[config.mk]
export PLATFORM = sky130hd
export DESIGN_NAME = exc_top
export DESIGN_NICKNAME = d
export VERILOG_FILES = /design/src/logic/exc_pkg.sv /design/src/logic/exc_priority.sv /design/src/logic/cp0_regs.sv /design/src/logic/cp0_apb.sv /design/src/logic/exc_top.sv
export VERILOG_INCLUDE_DIRS = /design/src /design/src/logic
export SDC_FILE = /design/constraint.sdc
export NUM_CORES = 1
export LEC_CHECK = 0
export BUFFER_PORTS_ARGS = -buffer_cell sky130_fd_sc_hd__buf_2
export CAP_MARGIN = 20
export CORE_ASPECT_RATIO = 0.75
export CORE_UTILIZATION = 46
export DETAILED_ROUTE_END_ITERATION = 8
export GPL_TIMING_DRIVEN = 1
export HOLD_SLACK_MARGIN = 0.1
export PLACE_DENSITY_LB_ADDON = 0.1
export SYNTH_ARGS = -nofsm -noshare
export SYNTH_HDL_FRONTEND = slang
export SYNTH_SLANG_ARGS = --single-unit
[constraint.sdc]
create_clock -name clk -period 3.45 [get_ports clk]
set_clock_uncertainty 0.1 [all_clocks]
set_input_delay 0.1725 -clock clk [delete_from_list [all_inputs] [get_ports clk]]
set_output_delay 0.1725 -clock clk [all_outputs]
set_load 0.05 [all_outputs]
[src/logic/exc_config.svh]
`ifndef EXC_CONFIG_SVH
`define EXC_CONFIG_SVH

// fixed exception entry, no BEV or vectored modes
`define EXC_ENTRY 32'hBFC0_0380

// external interrupt lines, mapped onto Cause.IP[15:10]
`define INT_LINES 6

// flops in the ext_int synchronizer
`define SYNC_STAGES 2

// APB byte offsets of the CP0 registers
`define CP0_STATUS_OFS   4'h0
`define CP0_CAUSE_OFS    4'h4
`define CP0_EPC_OFS      4'h8
`define CP0_BADVADDR_OFS 4'hC

`endif

[src/logic/exc_pkg.sv]
package exc_pkg;

    // data or address word
    typedef logic [31:0] word_t;

    // Cause.ExcCode values
    typedef enum logic [4:0] {
        INT  = 5'd0,
        MOD  = 5'd1,
        TLBL = 5'd2,
        TLBS = 5'd3,
        ADEL = 5'd4,
        ADES = 5'd5,
        SYS  = 5'd8,
        BP   = 5'd9,
        RI   = 5'd10,
        CPU  = 5'd11,
        OV   = 5'd12,
        TR   = 5'd13
    } exc_code_t;

    // fault flags carried by the committing instruction
    typedef struct packed {
        logic instr_adel;
        logic instr_tlb;
        logic cpu;
        logic ri;
        logic ov;
        logic bp;
        logic sys;
        logic tr;
        logic load_adel;
        logic store_ades;
        logic load_tlb;
        logic store_tlb;
        logic mod;
    } exc_flags_t;

    // Status fields, reserved bits read as zero
    typedef struct packed {
        logic [15:0] rsvd_hi;
        logic [7:0]  im;
        logic [4:0]  rsvd_lo;
        logic        erl;
        logic        exl;
        logic        ie;
    } cp0_status_f_t;

    // Status seen as a host word or as named fields
    typedef union packed {
        word_t         raw;
        cp0_status_f_t fld;
    } cp0_status_u;

    // ip[7:2] hardware lines, ip[1:0] software
    typedef struct packed {
        logic        bd;
        logic [14:0] rsvd_hi;
        logic [7:0]  ip;
        logic        rsvd_mid;
        exc_code_t   exc_code;
        logic [1:0]  rsvd_lo;
    } cp0_cause_t;

endpackage

[src/logic/exc_priority.sv]
`include "exc_config.svh"
`timescale 1ns/10ps

module exc_priority (
    input  logic                  clk,
    input  logic                  rst,
    input  logic                  commit_valid,
    input  exc_pkg::exc_flags_t   commit_flags,
    input  logic                  commit_eret,
    input  exc_pkg::word_t        epc,
    input  exc_pkg::cp0_status_u  status,
    input  logic [7:0]            int_pending,
    output logic                  exception_valid,
    output exc_pkg::exc_code_t    exception_code,
    output logic                  take_exc,
    output logic                  take_eret,
    output exc_pkg::exc_code_t    take_code,
    output logic                  redirect_valid,
    output exc_pkg::word_t        redirect_pc
);
    import exc_pkg::*;

    logic      int_accept;
    logic      fault_any;
    exc_code_t code;

    // interrupts are held off at exception or error level
    assign int_accept = (|int_pending) & status.fld.ie
                      & ~status.fld.exl & ~status.fld.erl;
    assign fault_any  = |commit_flags;

    // interrupt first, then fetch-side faults, then execute, then memory
    always_comb begin
        priority case (1'b1)
            int_accept:              code = INT;
            commit_flags.instr_adel: code = ADEL;
            commit_flags.instr_tlb:  code = TLBL;
            commit_flags.cpu:        code = CPU;
            commit_flags.ri:         code = RI;
            commit_flags.ov:         code = OV;
            commit_flags.bp:         code = BP;
            commit_flags.sys:        code = SYS;
            commit_flags.tr:         code = TR;
            commit_flags.load_adel:  code = ADEL;
            commit_flags.store_ades: code = ADES;
            commit_flags.load_tlb:   code = TLBL;
            commit_flags.store_tlb:  code = TLBS;
            commit_flags.mod:        code = MOD;
            default:                 code = INT;
        endcase
    end

    assign take_exc  = commit_valid & (int_accept | fault_any);
    // a faulting eret takes the fault
    assign take_eret = commit_valid & commit_eret & ~take_exc;
    assign take_code = code;

    assign exception_valid = take_exc;
    assign exception_code  = code;

    assign redirect_valid = take_exc | take_eret;
    assign redirect_pc    = take_exc ? `EXC_ENTRY : epc;

    a_exc_eret_excl: assert property (
        @(posedge clk) disable iff (rst)
        !(take_exc && take_eret)
    );

    // an empty slot never redirects fetch
    a_idle_slot: assert property (
        @(posedge clk) disable iff (rst)
        !commit_valid |-> !redirect_valid && !exception_valid
    );

endmodule

[src/logic/cp0_regs.sv]
`include "exc_config.svh"
`timescale 1ns/10ps

module cp0_regs (
    input  logic                  clk,
    input  logic                  rst,
    input  logic [`INT_LINES-1:0] ext_int,
    input  logic                  take_exc,
    input  logic                  take_eret,
    input  exc_pkg::exc_code_t    take_code,
    input  exc_pkg::word_t        commit_pc,
    input  exc_pkg::word_t        commit_vaddr,
    input  logic                  commit_in_delay_slot,
    input  logic                  wr_en,
    input  logic [1:0]            wr_sel,
    input  logic [1:0]            rd_sel,
    input  exc_pkg::word_t        wr_data,
    output exc_pkg::word_t        rd_data,
    output exc_pkg::cp0_status_u  status,
    output exc_pkg::word_t        epc,
    output logic [7:0]            int_pending
);
    import exc_pkg::*;

    localparam logic [1:0] SEL_STATUS   = 2'(`CP0_STATUS_OFS >> 2);
    localparam logic [1:0] SEL_CAUSE    = 2'(`CP0_CAUSE_OFS >> 2);
    localparam logic [1:0] SEL_EPC      = 2'(`CP0_EPC_OFS >> 2);
    localparam logic [1:0] SEL_BADVADDR = 2'(`CP0_BADVADDR_OFS >> 2);
    // IM, ERL, EXL, IE
    localparam word_t STATUS_WMASK = 32'h0000_ff07;

    logic [`INT_LINES-1:0] int_sync [`SYNC_STAGES];
    cp0_cause_t            cause;
    word_t                 badvaddr;
    logic                  addr_err;
    logic                  fetch_adel;

    // two-flop synchronizer, cause.ip picks it up one edge later
    always_ff @(posedge clk) begin
        if (rst) begin
            for (int i = 0; i < `SYNC_STAGES; i++) begin
                int_sync[i] <= '0;
            end
        end else begin
            int_sync[0] <= ext_int;
            for (int i = 1; i < `SYNC_STAGES; i++) begin
                int_sync[i] <= int_sync[i-1];
            end
        end
    end

    // no user mode here, so a fetch address error means a misaligned pc
    assign addr_err   = take_exc & ((take_code == ADEL) | (take_code == ADES));
    assign fetch_adel = (take_code == ADEL) & (commit_pc[1:0] != 2'b00);

    always_ff @(posedge clk) begin
        if (rst) begin
            status.raw <= 32'h0000_0004;
        end else if (take_exc) begin
            status.fld.exl <= 1'b1;
        end else if (take_eret) begin
            status.fld.exl <= 1'b0;
        end else if (wr_en && wr_sel == SEL_STATUS) begin
            status.raw <= wr_data & STATUS_WMASK;
        end
    end

    always_ff @(posedge clk) begin
        if (rst) begin
            cause <= '0;
        end else begin
            cause.ip[7:2] <= int_sync[`SYNC_STAGES-1];
            if (take_exc) begin
                cause.exc_code <= take_code;
                // bd only tracks the first exception of a nest
                if (!status.fld.exl) begin
                    cause.bd <= commit_in_delay_slot;
                end
            end else if (wr_en && wr_sel == SEL_CAUSE) begin
                cause.ip[1:0] <= wr_data[9:8];
            end
        end
    end

    always_ff @(posedge clk) begin
        if (rst) begin
            epc <= '0;
        end else if (take_exc) begin
            if (!status.fld.exl) begin
                epc <= commit_in_delay_slot ? commit_pc - 32'd4 : commit_pc;
            end
        end else if (wr_en && wr_sel == SEL_EPC) begin
            epc <= wr_data;
        end
    end

    always_ff @(posedge clk) begin
        if (rst) begin
            badvaddr <= '0;
        end else if (addr_err) begin
            badvaddr <= fetch_adel ? commit_pc : commit_vaddr;
        end
    end

    assign int_pending = cause.ip & status.fld.im;

    always_comb begin
        case (rd_sel)
            SEL_STATUS:   rd_data = status.raw;
            SEL_CAUSE:    rd_data = cause;
            SEL_EPC:      rd_data = epc;
            SEL_BADVADDR: rd_data = badvaddr;
            default:      rd_data = '0;
        endcase
    end

    a_badvaddr_ldst: assert property (
        @(posedge clk) disable iff (rst)
        addr_err && !fetch_adel |=> badvaddr == $past(commit_vaddr)
    );

endmodule

[src/logic/cp0_apb.sv]
`include "exc_config.svh"
`timescale 1ns/10ps

module cp0_apb (
    input  logic            clk,
    input  logic            rst,
    input  logic            psel,
    input  logic            penable,
    input  logic            pwrite,
    input  logic [3:0]      paddr,
    input  exc_pkg::word_t  pwdata,
    output exc_pkg::word_t  prdata,
    output logic            pready,
    output logic            pslverr,
    output logic            wr_en,
    output logic [1:0]      wr_sel,
    output logic [1:0]      rd_sel,
    output exc_pkg::word_t  wr_data,
    input  exc_pkg::word_t  rd_data
);
    localparam logic [1:0] SEL_BADVADDR = 2'(`CP0_BADVADDR_OFS >> 2);

    logic [1:0] reg_sel;
    logic       setup;
    logic       access;
    logic       ro_hit;

    // low address bits ignored, four word registers
    assign reg_sel = paddr[3:2];
    assign setup   = psel & ~penable;
    assign access  = psel & penable;
    // badvaddr is read only
    assign ro_hit  = pwrite & (reg_sel == SEL_BADVADDR);

    assign rd_sel  = reg_sel;
    assign wr_sel  = reg_sel;
    assign wr_data = pwdata;
    // lands on the edge closing the access cycle
    assign wr_en   = access & pwrite & ~ro_hit;

    // response set up during the setup cycle, zero wait states
    always_ff @(posedge clk) begin
        if (rst) begin
            pready  <= 1'b0;
            pslverr <= 1'b0;
        end else begin
            pready  <= setup;
            pslverr <= setup & ro_hit;
        end
    end

    always_ff @(posedge clk) begin
        if (setup && !pwrite) begin
            prdata <= rd_data;
        end
    end

    a_penable_psel: assert property (
        @(posedge clk) disable iff (rst)
        $rose(penable) |-> psel
    );

endmodule

[src/logic/exc_top.sv]
`include "exc_config.svh"
`timescale 1ns/10ps

module exc_top (
    input  logic                  clk,
    input  logic                  rst,
    input  logic                  commit_valid,
    input  exc_pkg::exc_flags_t   commit_flags,
    input  exc_pkg::word_t        commit_pc,
    input  exc_pkg::word_t        commit_vaddr,
    input  logic                  commit_in_delay_slot,
    input  logic                  commit_eret,
    input  logic [`INT_LINES-1:0] ext_int,
    input  logic                  psel,
    input  logic                  penable,
    input  logic                  pwrite,
    input  logic [3:0]            paddr,
    input  exc_pkg::word_t        pwdata,
    output exc_pkg::word_t        prdata,
    output logic                  pready,
    output logic                  pslverr,
    output logic                  exception_valid,
    output exc_pkg::exc_code_t    exception_code,
    output logic                  redirect_valid,
    output exc_pkg::word_t        redirect_pc
);
    import exc_pkg::*;

    cp0_status_u status;
    logic [7:0]  int_pending;
    word_t       epc;
    logic        take_exc;
    logic        take_eret;
    exc_code_t   take_code;

    // host access path
    logic        wr_en;
    logic [1:0]  wr_sel;
    logic [1:0]  rd_sel;
    word_t       wr_data;
    word_t       rd_data;

    exc_priority u_priority (
        .clk             (clk),
        .rst             (rst),
        .commit_valid    (commit_valid),
        .commit_flags    (commit_flags),
        .commit_eret     (commit_eret),
        .epc             (epc),
        .status          (status),
        .int_pending     (int_pending),
        .exception_valid (exception_valid),
        .exception_code  (exception_code),
        .take_exc        (take_exc),
        .take_eret       (take_eret),
        .take_code       (take_code),
        .redirect_valid  (redirect_valid),
        .redirect_pc     (redirect_pc)
    );

    cp0_regs u_cp0 (
        .clk                  (clk),
        .rst                  (rst),
        .ext_int              (ext_int),
        .take_exc             (take_exc),
        .take_eret            (take_eret),
        .take_code            (take_code),
        .commit_pc            (commit_pc),
        .commit_vaddr         (commit_vaddr),
        .commit_in_delay_slot (commit_in_delay_slot),
        .wr_en                (wr_en),
        .wr_sel               (wr_sel),
        .rd_sel               (rd_sel),
        .wr_data              (wr_data),
        .rd_data              (rd_data),
        .status               (status),
        .epc                  (epc),
        .int_pending          (int_pending)
    );

    cp0_apb u_apb (
        .clk     (clk),
        .rst     (rst),
        .psel    (psel),
        .penable (penable),
        .pwrite  (pwrite),
        .paddr   (paddr),
        .pwdata  (pwdata),
        .prdata  (prdata),
        .pready  (pready),
        .pslverr (pslverr),
        .wr_en   (wr_en),
        .wr_sel  (wr_sel),
        .rd_sel  (rd_sel),
        .wr_data (wr_data),
        .rd_data (rd_data)
    );

endmodule

After elaboration in Yosys (flattened, before gate mapping)
Memory sizes are Yosys's and may differ from the RTL's. A register that Yosys moved wholly into a read port is not among the register bits.
Index checks and enable logic that the tools add are counted.
{"block": "word_totals", "ff_bits": 117, "ramBits": 12, "inputBits": 127, "out_inout_bits": 73, "wordCells": 88, "memories": 1}
{"block": "op_classes", "add_sub_neg": 1, "n_eq_ne": 6, "n_mux": 29, "bitwise_logic": 26, "n_reduce_logical": 15}
{"memory": "u_cp0.int_sync", "depth": 2, "width": 6, "read_ports": 2, "rd_clocked_by_memory_dff": 1, "write_ports": 2, "line_no": "cp0_regs.sv:32", "rtl": "logic [`INT_LINES-1:0] int_sync [`SYNC_STAGES];"}
{"cell": "two-way mux 32 bit", "count": 6}
{"cell": "one-hot mux 32 bit (4 select lines)", "count": 1}
{"cell": "two-way mux 5 bit", "count": 13}
{"cell": "subtractor 32 x 3 -> 32 bit, second input constant", "count": 1}
{"cell": "bitwise AND 1 bit", "count": 14}
{"cell": "OR reduction 13 bit", "count": 1}
{"cell": "two-way mux 6 bit", "count": 2}
{"cell": "== test 5 x 3 -> 1 bit, second input constant", "count": 2}
{"cell": "bitwise AND 8 bit", "count": 1}
{"cell": "OR reduction 8 bit", "count": 1}
{"cell": "two-way mux 1 bit", "count": 6}
{"cell": "inverter 1 bit", "count": 6}
{"cell": "AND reduction 2 bit", "count": 3}
{"cell": "OR 1 bit", "count": 5}
{"cell": "== test 2 bit, second input constant", "count": 2}
{"cell": "logical AND 1 bit", "count": 4}
{"cell": "nonzero test 2 bit", "count": 2}
{"cell": "AND reduction 3 bit", "count": 1}
{"cell": "nonzero test 3 bit", "count": 1}
{"cell": "== test 2 x 1 -> 1 bit, second input constant", "count": 1}
{"cell": "zero test 2 bit", "count": 1}
{"cell": "two-way mux 2 bit", "count": 1}
{"cell": "!= test 2 bit, second input constant", "count": 1}
{"cell": "zero test 1 bit", "count": 1}

Logic depth before layout (Yosys ltp)
{"block": "logic_depth", "ltp_word": 17, "ltp_mapped": 10, "mapped_depth_nobuf": 9}

Cells and area by module
From an unflattened synthesis, not the netlist that was laid out.
{"block": "unflattened", "hier_cells": 753, "hier_area_um2": 7597.3}
{"module": "cp0_regs", "n_inst": 1, "cells_each": 603, "area_each_um2": 5766.8}
{"module": "cp0_apb", "n_inst": 1, "cells_each": 75, "area_each_um2": 1310.0}
{"module": "exc_priority", "n_inst": 1, "cells_each": 75, "area_each_um2": 520.5}

Worst setup path after synthesis
Ideal clock, no wire load.
{"block": "synth_path", "path_type": "register -> register", "from": "register u_cp0.status[9] (netlist name)", "to": "register u_cp0.badvaddr[1]", "arrival_ns": 3.320, "required_ns": 3.259, "slack_ns": -0.061, "path_stages_with_launch": 9, "period_less_slack_ns": 3.511, "cell_sequence": "dfxtp_1 > a22o_1 > a221oi_1 > a2111oi_2 > nor4_1 > nor3b_1 > buf_2 > buf_1 > a311oi_1"}
{"block": "synth_between", "elab_chain_cells": 9}
{"element": "start: declaration", "line_no": "cp0_regs.sv:19", "rtl": "output exc_pkg::cp0_status_u status,"}
{"element": "bitwise AND 8 bit *", "line_no": "cp0_regs.sv:105", "rtl": "assign int_pending = cause.ip & status.fld.im;"}
{"element": "OR reduction 8 bit *", "line_no": "exc_priority.sv:28", "rtl": "assign int_accept = (|int_pending) & status.fld.ie"}
{"element": "bitwise AND 1 bit *", "line_no": "exc_priority.sv:28"}
{"element": "bitwise AND 1 bit * (2 in a row)", "line_no": "exc_priority.sv:29", "rtl": "& ~status.fld.exl & ~status.fld.erl;"}
{"element": "two-way mux 5 bit *", "line_no": "exc_priority.sv:34", "rtl": "priority case (1'b1)"}
{"element": "via exception_code[3]", "line_no": "exc_top.sv:23", "rtl": "output exc_pkg::exc_code_t exception_code,"}
{"element": "== test 5 x 3 -> 1 bit (on tied branches)", "line_no": "cp0_regs.sv:53, cp0_regs.sv:54"}
{"element": "bitwise AND 1 bit / OR 1 bit (equally long branches)", "line_no": "cp0_regs.sv:54, cp0_regs.sv:53"}
{"element": "two-way mux 32 bit / bitwise AND 1 bit (equally long branches)", "line_no": "cp0_regs.sv:101, cp0_regs.sv:53"}
{"element": "end signal: assignment", "line_no": "cp0_regs.sv:101", "rtl": "badvaddr <= fetch_adel ? commit_pc : commit_vaddr;"}
{"element": "end: declaration", "line_no": "cp0_regs.sv:34", "rtl": "word_t badvaddr;"}
Mark *: on every way through the listed nets, which the timed path passes. The rest lies on a longest branch.
A chain may end at the register's enable or synchronous reset.

Final worst setup path
{"block": "layout_path", "from": "register u_cp0.status[13] (netlist name)", "to": "register u_cp0.epc[5]"}
{"block": "layout_between", "elab_chain_cells": 9}
{"element": "bitwise AND 8 bit *", "line_no": "cp0_regs.sv:105"}
{"element": "OR reduction 8 bit *", "line_no": "exc_priority.sv:28"}
{"element": "bitwise AND 1 bit *", "line_no": "exc_priority.sv:28"}
{"element": "bitwise AND 1 bit * (2 in a row)", "line_no": "exc_priority.sv:29"}
{"element": "OR 1 bit *", "line_no": "exc_priority.sv:53", "rtl": "assign take_exc = commit_valid & (int_accept | fault_any);"}
{"element": "bitwise AND 1 bit *", "line_no": "exc_priority.sv:53"}
{"element": "!= test 2 bit (no line) / nonzero test 2 bit (equally long branches)"}
{"element": "AND reduction 2 bit (no line)"}
{"element": "end signal: assignment", "line_no": "cp0_regs.sv:90", "rtl": "epc <= commit_in_delay_slot ? commit_pc - 32'd4 : commit_pc;"}
{"element": "end signal: assignment", "line_no": "cp0_regs.sv:93", "rtl": "epc <= wr_data;"}
{"element": "end: declaration", "line_no": "cp0_regs.sv:20", "rtl": "output exc_pkg::word_t epc,"}
Mark *: on every way between the ends. The rest lies on a longest branch, timed or not.

==> summary.txt <==
====================================================================================================
Data required time of the critical path                                                      3650 ps
Final period util                                                                              95.7%
Clk sinks                                                                                        134
Post-synth EDFFs                                                                                  32
Wire length of the first global-routing pass                                                 33.6 mm
Height of the die                                                                             106 µm
Number of DRC violations after detailed-routing iteration 0                                      549
Pin count of the biggest net entering global routing                                              65
Combinational fraction of design power                                                         18.6%
Status                                                                                     completed
Buffer levels on the longest clock path                                                            2
Power per Cell Area                                                                       451 nW/µm²
Detailed-route vias per instance                                                                5.52
Register share of total power                                                                  40.4%
Via total after detailed routing                                                                6678
CORE AREA                                                                                  13800 µm²
Starting density of the core                                                                   47.7%
Peak VDD IR                                                                               0.000344 V
Num rows                                                                                          37
Count of final setup violators                                                                     0
Category of the most critical setup path                                                flip-flop to flip-flop
Overflow left after global routing                                                                 0
FILL cells                                                                                      1073
Die Wd                                                                                        140 µm
Hold Violations, Final                                                                             0
Switching power summed over all nets                                                         1.30 mW
Total clock buffers created by CTS                                                                17
Fmax                                                                                       0.303 GHz
Final-layout setup total negative slack                                                         0 ps
Number of top-level pins                                                                         200
Area leader, netlist                                                                    sky130_fd_sc_hd__dfxtp_1
Worst setup SP type                                                                        flip-flop
Arr. time, crit path                                                                         3500 ps
Most instantiated flip-flop cell in the synthesis netlist                               sky130_fd_sc_hd__dfxtp_1
Net Count, Synth                                                                                 852
RSZ-0062 raised after global routing                                                              no
Number of global-route vias before repair                                                       6508
DIE AREA                                                                                   14800 µm²
Worst skew pair latency                                                                       410 ps
Worst rel slew slack                                                                           45.6%
Number of antenna violations at the first check in global routing                                  0
Worst-margin pin slew                                                                         814 ps
Internal Pwr Total                                                                           3.01 mW
Max FO, Critical Path                                                                             21
Clock-pin slew reported for the worst setup and hold paths after clock tree synthesis          70 ps
Cell with the most instances after synthesis                                            sky130_fd_sc_hd__nand2_1
Htree depth                                                                                        4
Post-synthesis async set-or-reset flop share                                                      0%
Proportion of synthesized chip area in sequential cells                                        45.5%
Mean Syn Cell Area                                                                          9.11 µm²
Overall global routing resource usage                                                          29.5%
List of most frequent post-synthesis cells                                              sky130_fd_sc_hd__nand2_1 (134), sky130_fd_sc_hd__dfxtp_1 (102), sky130_fd_sc_hd__nor2_1 (68), sky130_fd_sc_hd__a21oi_1 (39)
Netlist area before placement                                                               6600 µm²
Proportion of layout cells with a drive suffix above 1                                         27.3%
Total number of nets in the final design                                                        1149
Clock period minus worst slack                                                               3300 ps
Final RePlAce weighted congestion                                                              0.863
Combined flip-flop and latch cell area                                                      3000 µm²
Net Sw Frac                                                                                    30.1%
Area share of the largest cell type after synthesis                                            31.0%
Area delta synth->final                                                                        44.7%
Classification of the worst-slack hold path                                             primary input to flip-flop
Synth warn                                                                                         0
Clock tree from TritonCTS                                                                      built
Post-route DRC violation count                                                                     0
Synth area leaders                                                                      sky130_fd_sc_hd__dfxtp_1 (31%), sky130_fd_sc_hd__edfxtp_1 (15%), sky130_fd_sc_hd__nand2_1 (7.6%), sky130_fd_sc_hd__mux2i_1 (4.6%), sky130_fd_sc_hd__a311oi_1 (4.5%)
Max-cap violation count                                                                            0
Detailed-placement wirelength estimate                                                       13.9 mm
Port Buf Inserts                                                                                 196
Footprint of the multi-input gates                                                          3410 µm²
Number of different library cells in the post-synthesis netlist                                   56
Wire length per cell after detailed routing                                                  18.2 µm
Syn Inst Count                                                                                   724
Clk root buf                                                                            sky130_fd_sc_hd__clkbuf_16
Setup Slack @ Placement                                                                       364 ps
Number of max-slew violations in the final report                                                  0
Final Worst Setup Slack                                                                       148 ps
Antenna-violating nets left                                                                        0
Number of synthesized register bits                                                              134
Nature of the critical path endpoint                                                       flip-flop
Leakage Power                                                                                3.88 nW
Number of inserted diodes                                                                          0
Wire length after detailed routing                                                           22.0 mm
Clock network fraction of total power                                                          41.0%
First-pass iteration count of the detailed router                                                  5
====================================================================================================
-- routing by layer --
layer  share of wire (%)  GRT usage (%)  vias to the layer above
met5                   0              0                        -
met3                 8.4           5.77                       37
met1                  45           39.8                     3132
met2                  45           47.0                      347
met4                 1.9           10.8                        0
li1                    -              -                     3162
-- flip-flops by register name (all words and copies together) (netlist names) --
name            cells
u_apb.prdata       32
u_apb.pready        1
u_apb.pslverr       1
u_cp0.badvaddr     32
u_cp0.cause        13
u_cp0.epc          32
u_cp0.int_sync     12
u_cp0.status       11
-- critical path: stages, from the launching register on --
cell and delay [ps]:
sky130_fd_sc_hd__dfxtp_1 350, sky130_fd_sc_hd__a22o_1 180, sky130_fd_sc_hd__a221oi_2 70, sky130_fd_sc_hd__a2111oi_2 800
sky130_fd_sc_hd__o31ai_4 100, sky130_fd_sc_hd__buf_12 160, sky130_fd_sc_hd__inv_2 260, sky130_fd_sc_hd__buf_4 330
sky130_fd_sc_hd__nand2_1 80, sky130_fd_sc_hd__o211ai_1 90, sky130_fd_sc_hd__a21oi_1 90, sky130_fd_sc_hd__dlygate4sd3_1 570
-- worst paths after layout --
check,slack [ps],depth (start not counted),to,from
worst min-delay path,160,6,u_cp0.cause[3]$_SDFFE_PP0P_,commit_flags[4]
worst min register to register,340,1,u_cp0.int_sync[1][0]$_SDFF_PP0_,u_cp0.int_sync[0][0]$_SDFF_PP0_
worst max register to register,150,11,u_cp0.epc[5]$_SDFFE_PP0P_,u_cp0.status[13]$_SDFFE_PP0P_
worst max-delay path,150,11,u_cp0.epc[5]$_SDFFE_PP0P_,u_cp0.status[13]$_SDFFE_PP0P_
-- power by group through the flow --
stage	registers [mW]	logic (mW)	clock network (mW)
after detailed placement	1.77	0.675	0
after CTS	1.74	0.782	1.80
after global routing	1.75	0.853	1.85
final	1.74	0.800	1.77
after global placement	1.77	0.666	0
after floorplan	1.80	0.396	0
-- through the flow --
step	total power, mW	hold WS (ps)	util [%]	cell area [µm²]	cells
2_1_floorplan	2.20	201	-	6600	724
3_3_place_gp	2.43	283	56.0	7750	1058
3_5_place_dp	2.45	288	56.0	7750	1058
4_1_cts	4.32	132	68.5	9490	1206
5_1_grt	4.45	206	69.0	9550	1209
6_report	4.31	156	69.0	9550	1209
-- logic make-up after synthesis --
family | synth area share [%]
xor gates and xnor gates | 3.72
other | 0.0568
buffers and inverters | 3.66
and+or+nand+nor | 23.9
muxes | 8.99
AOI/OAI and AO/OA | 14.0
DFF | 45.5
adders and majority gates | 0.190
-- area by class of cell --
type	count	area share, %
clock buffer	18	4.72
timing repair buffer	330	24.3
inverter	7	0.275
sequential	134	31.5
multi-input combinational	531	35.7
tap	175	2.29
clock inverter	14	1.28
-- repair_timing --
action                     CTS  global route
hold endpoints to repair    89             0
buffers inserted             0             2
hold buffers               116             0
gates resized for setup      0             2
setup endpoints to repair    0            15
-- placed cells by master (no fill, tap or decap), drive strengths merged, types with 19 or more instances in the layout --
master	n
buf	214
nand2	134
dlygate4sd3	116
dfxtp	102
nor2	68
a21oi	40
nor2b	36
a311oi	34
edfxtp	32
mux2i	30
and2	21
xnor2	21
o211ai	19
(Power assumes the default switching activity.)
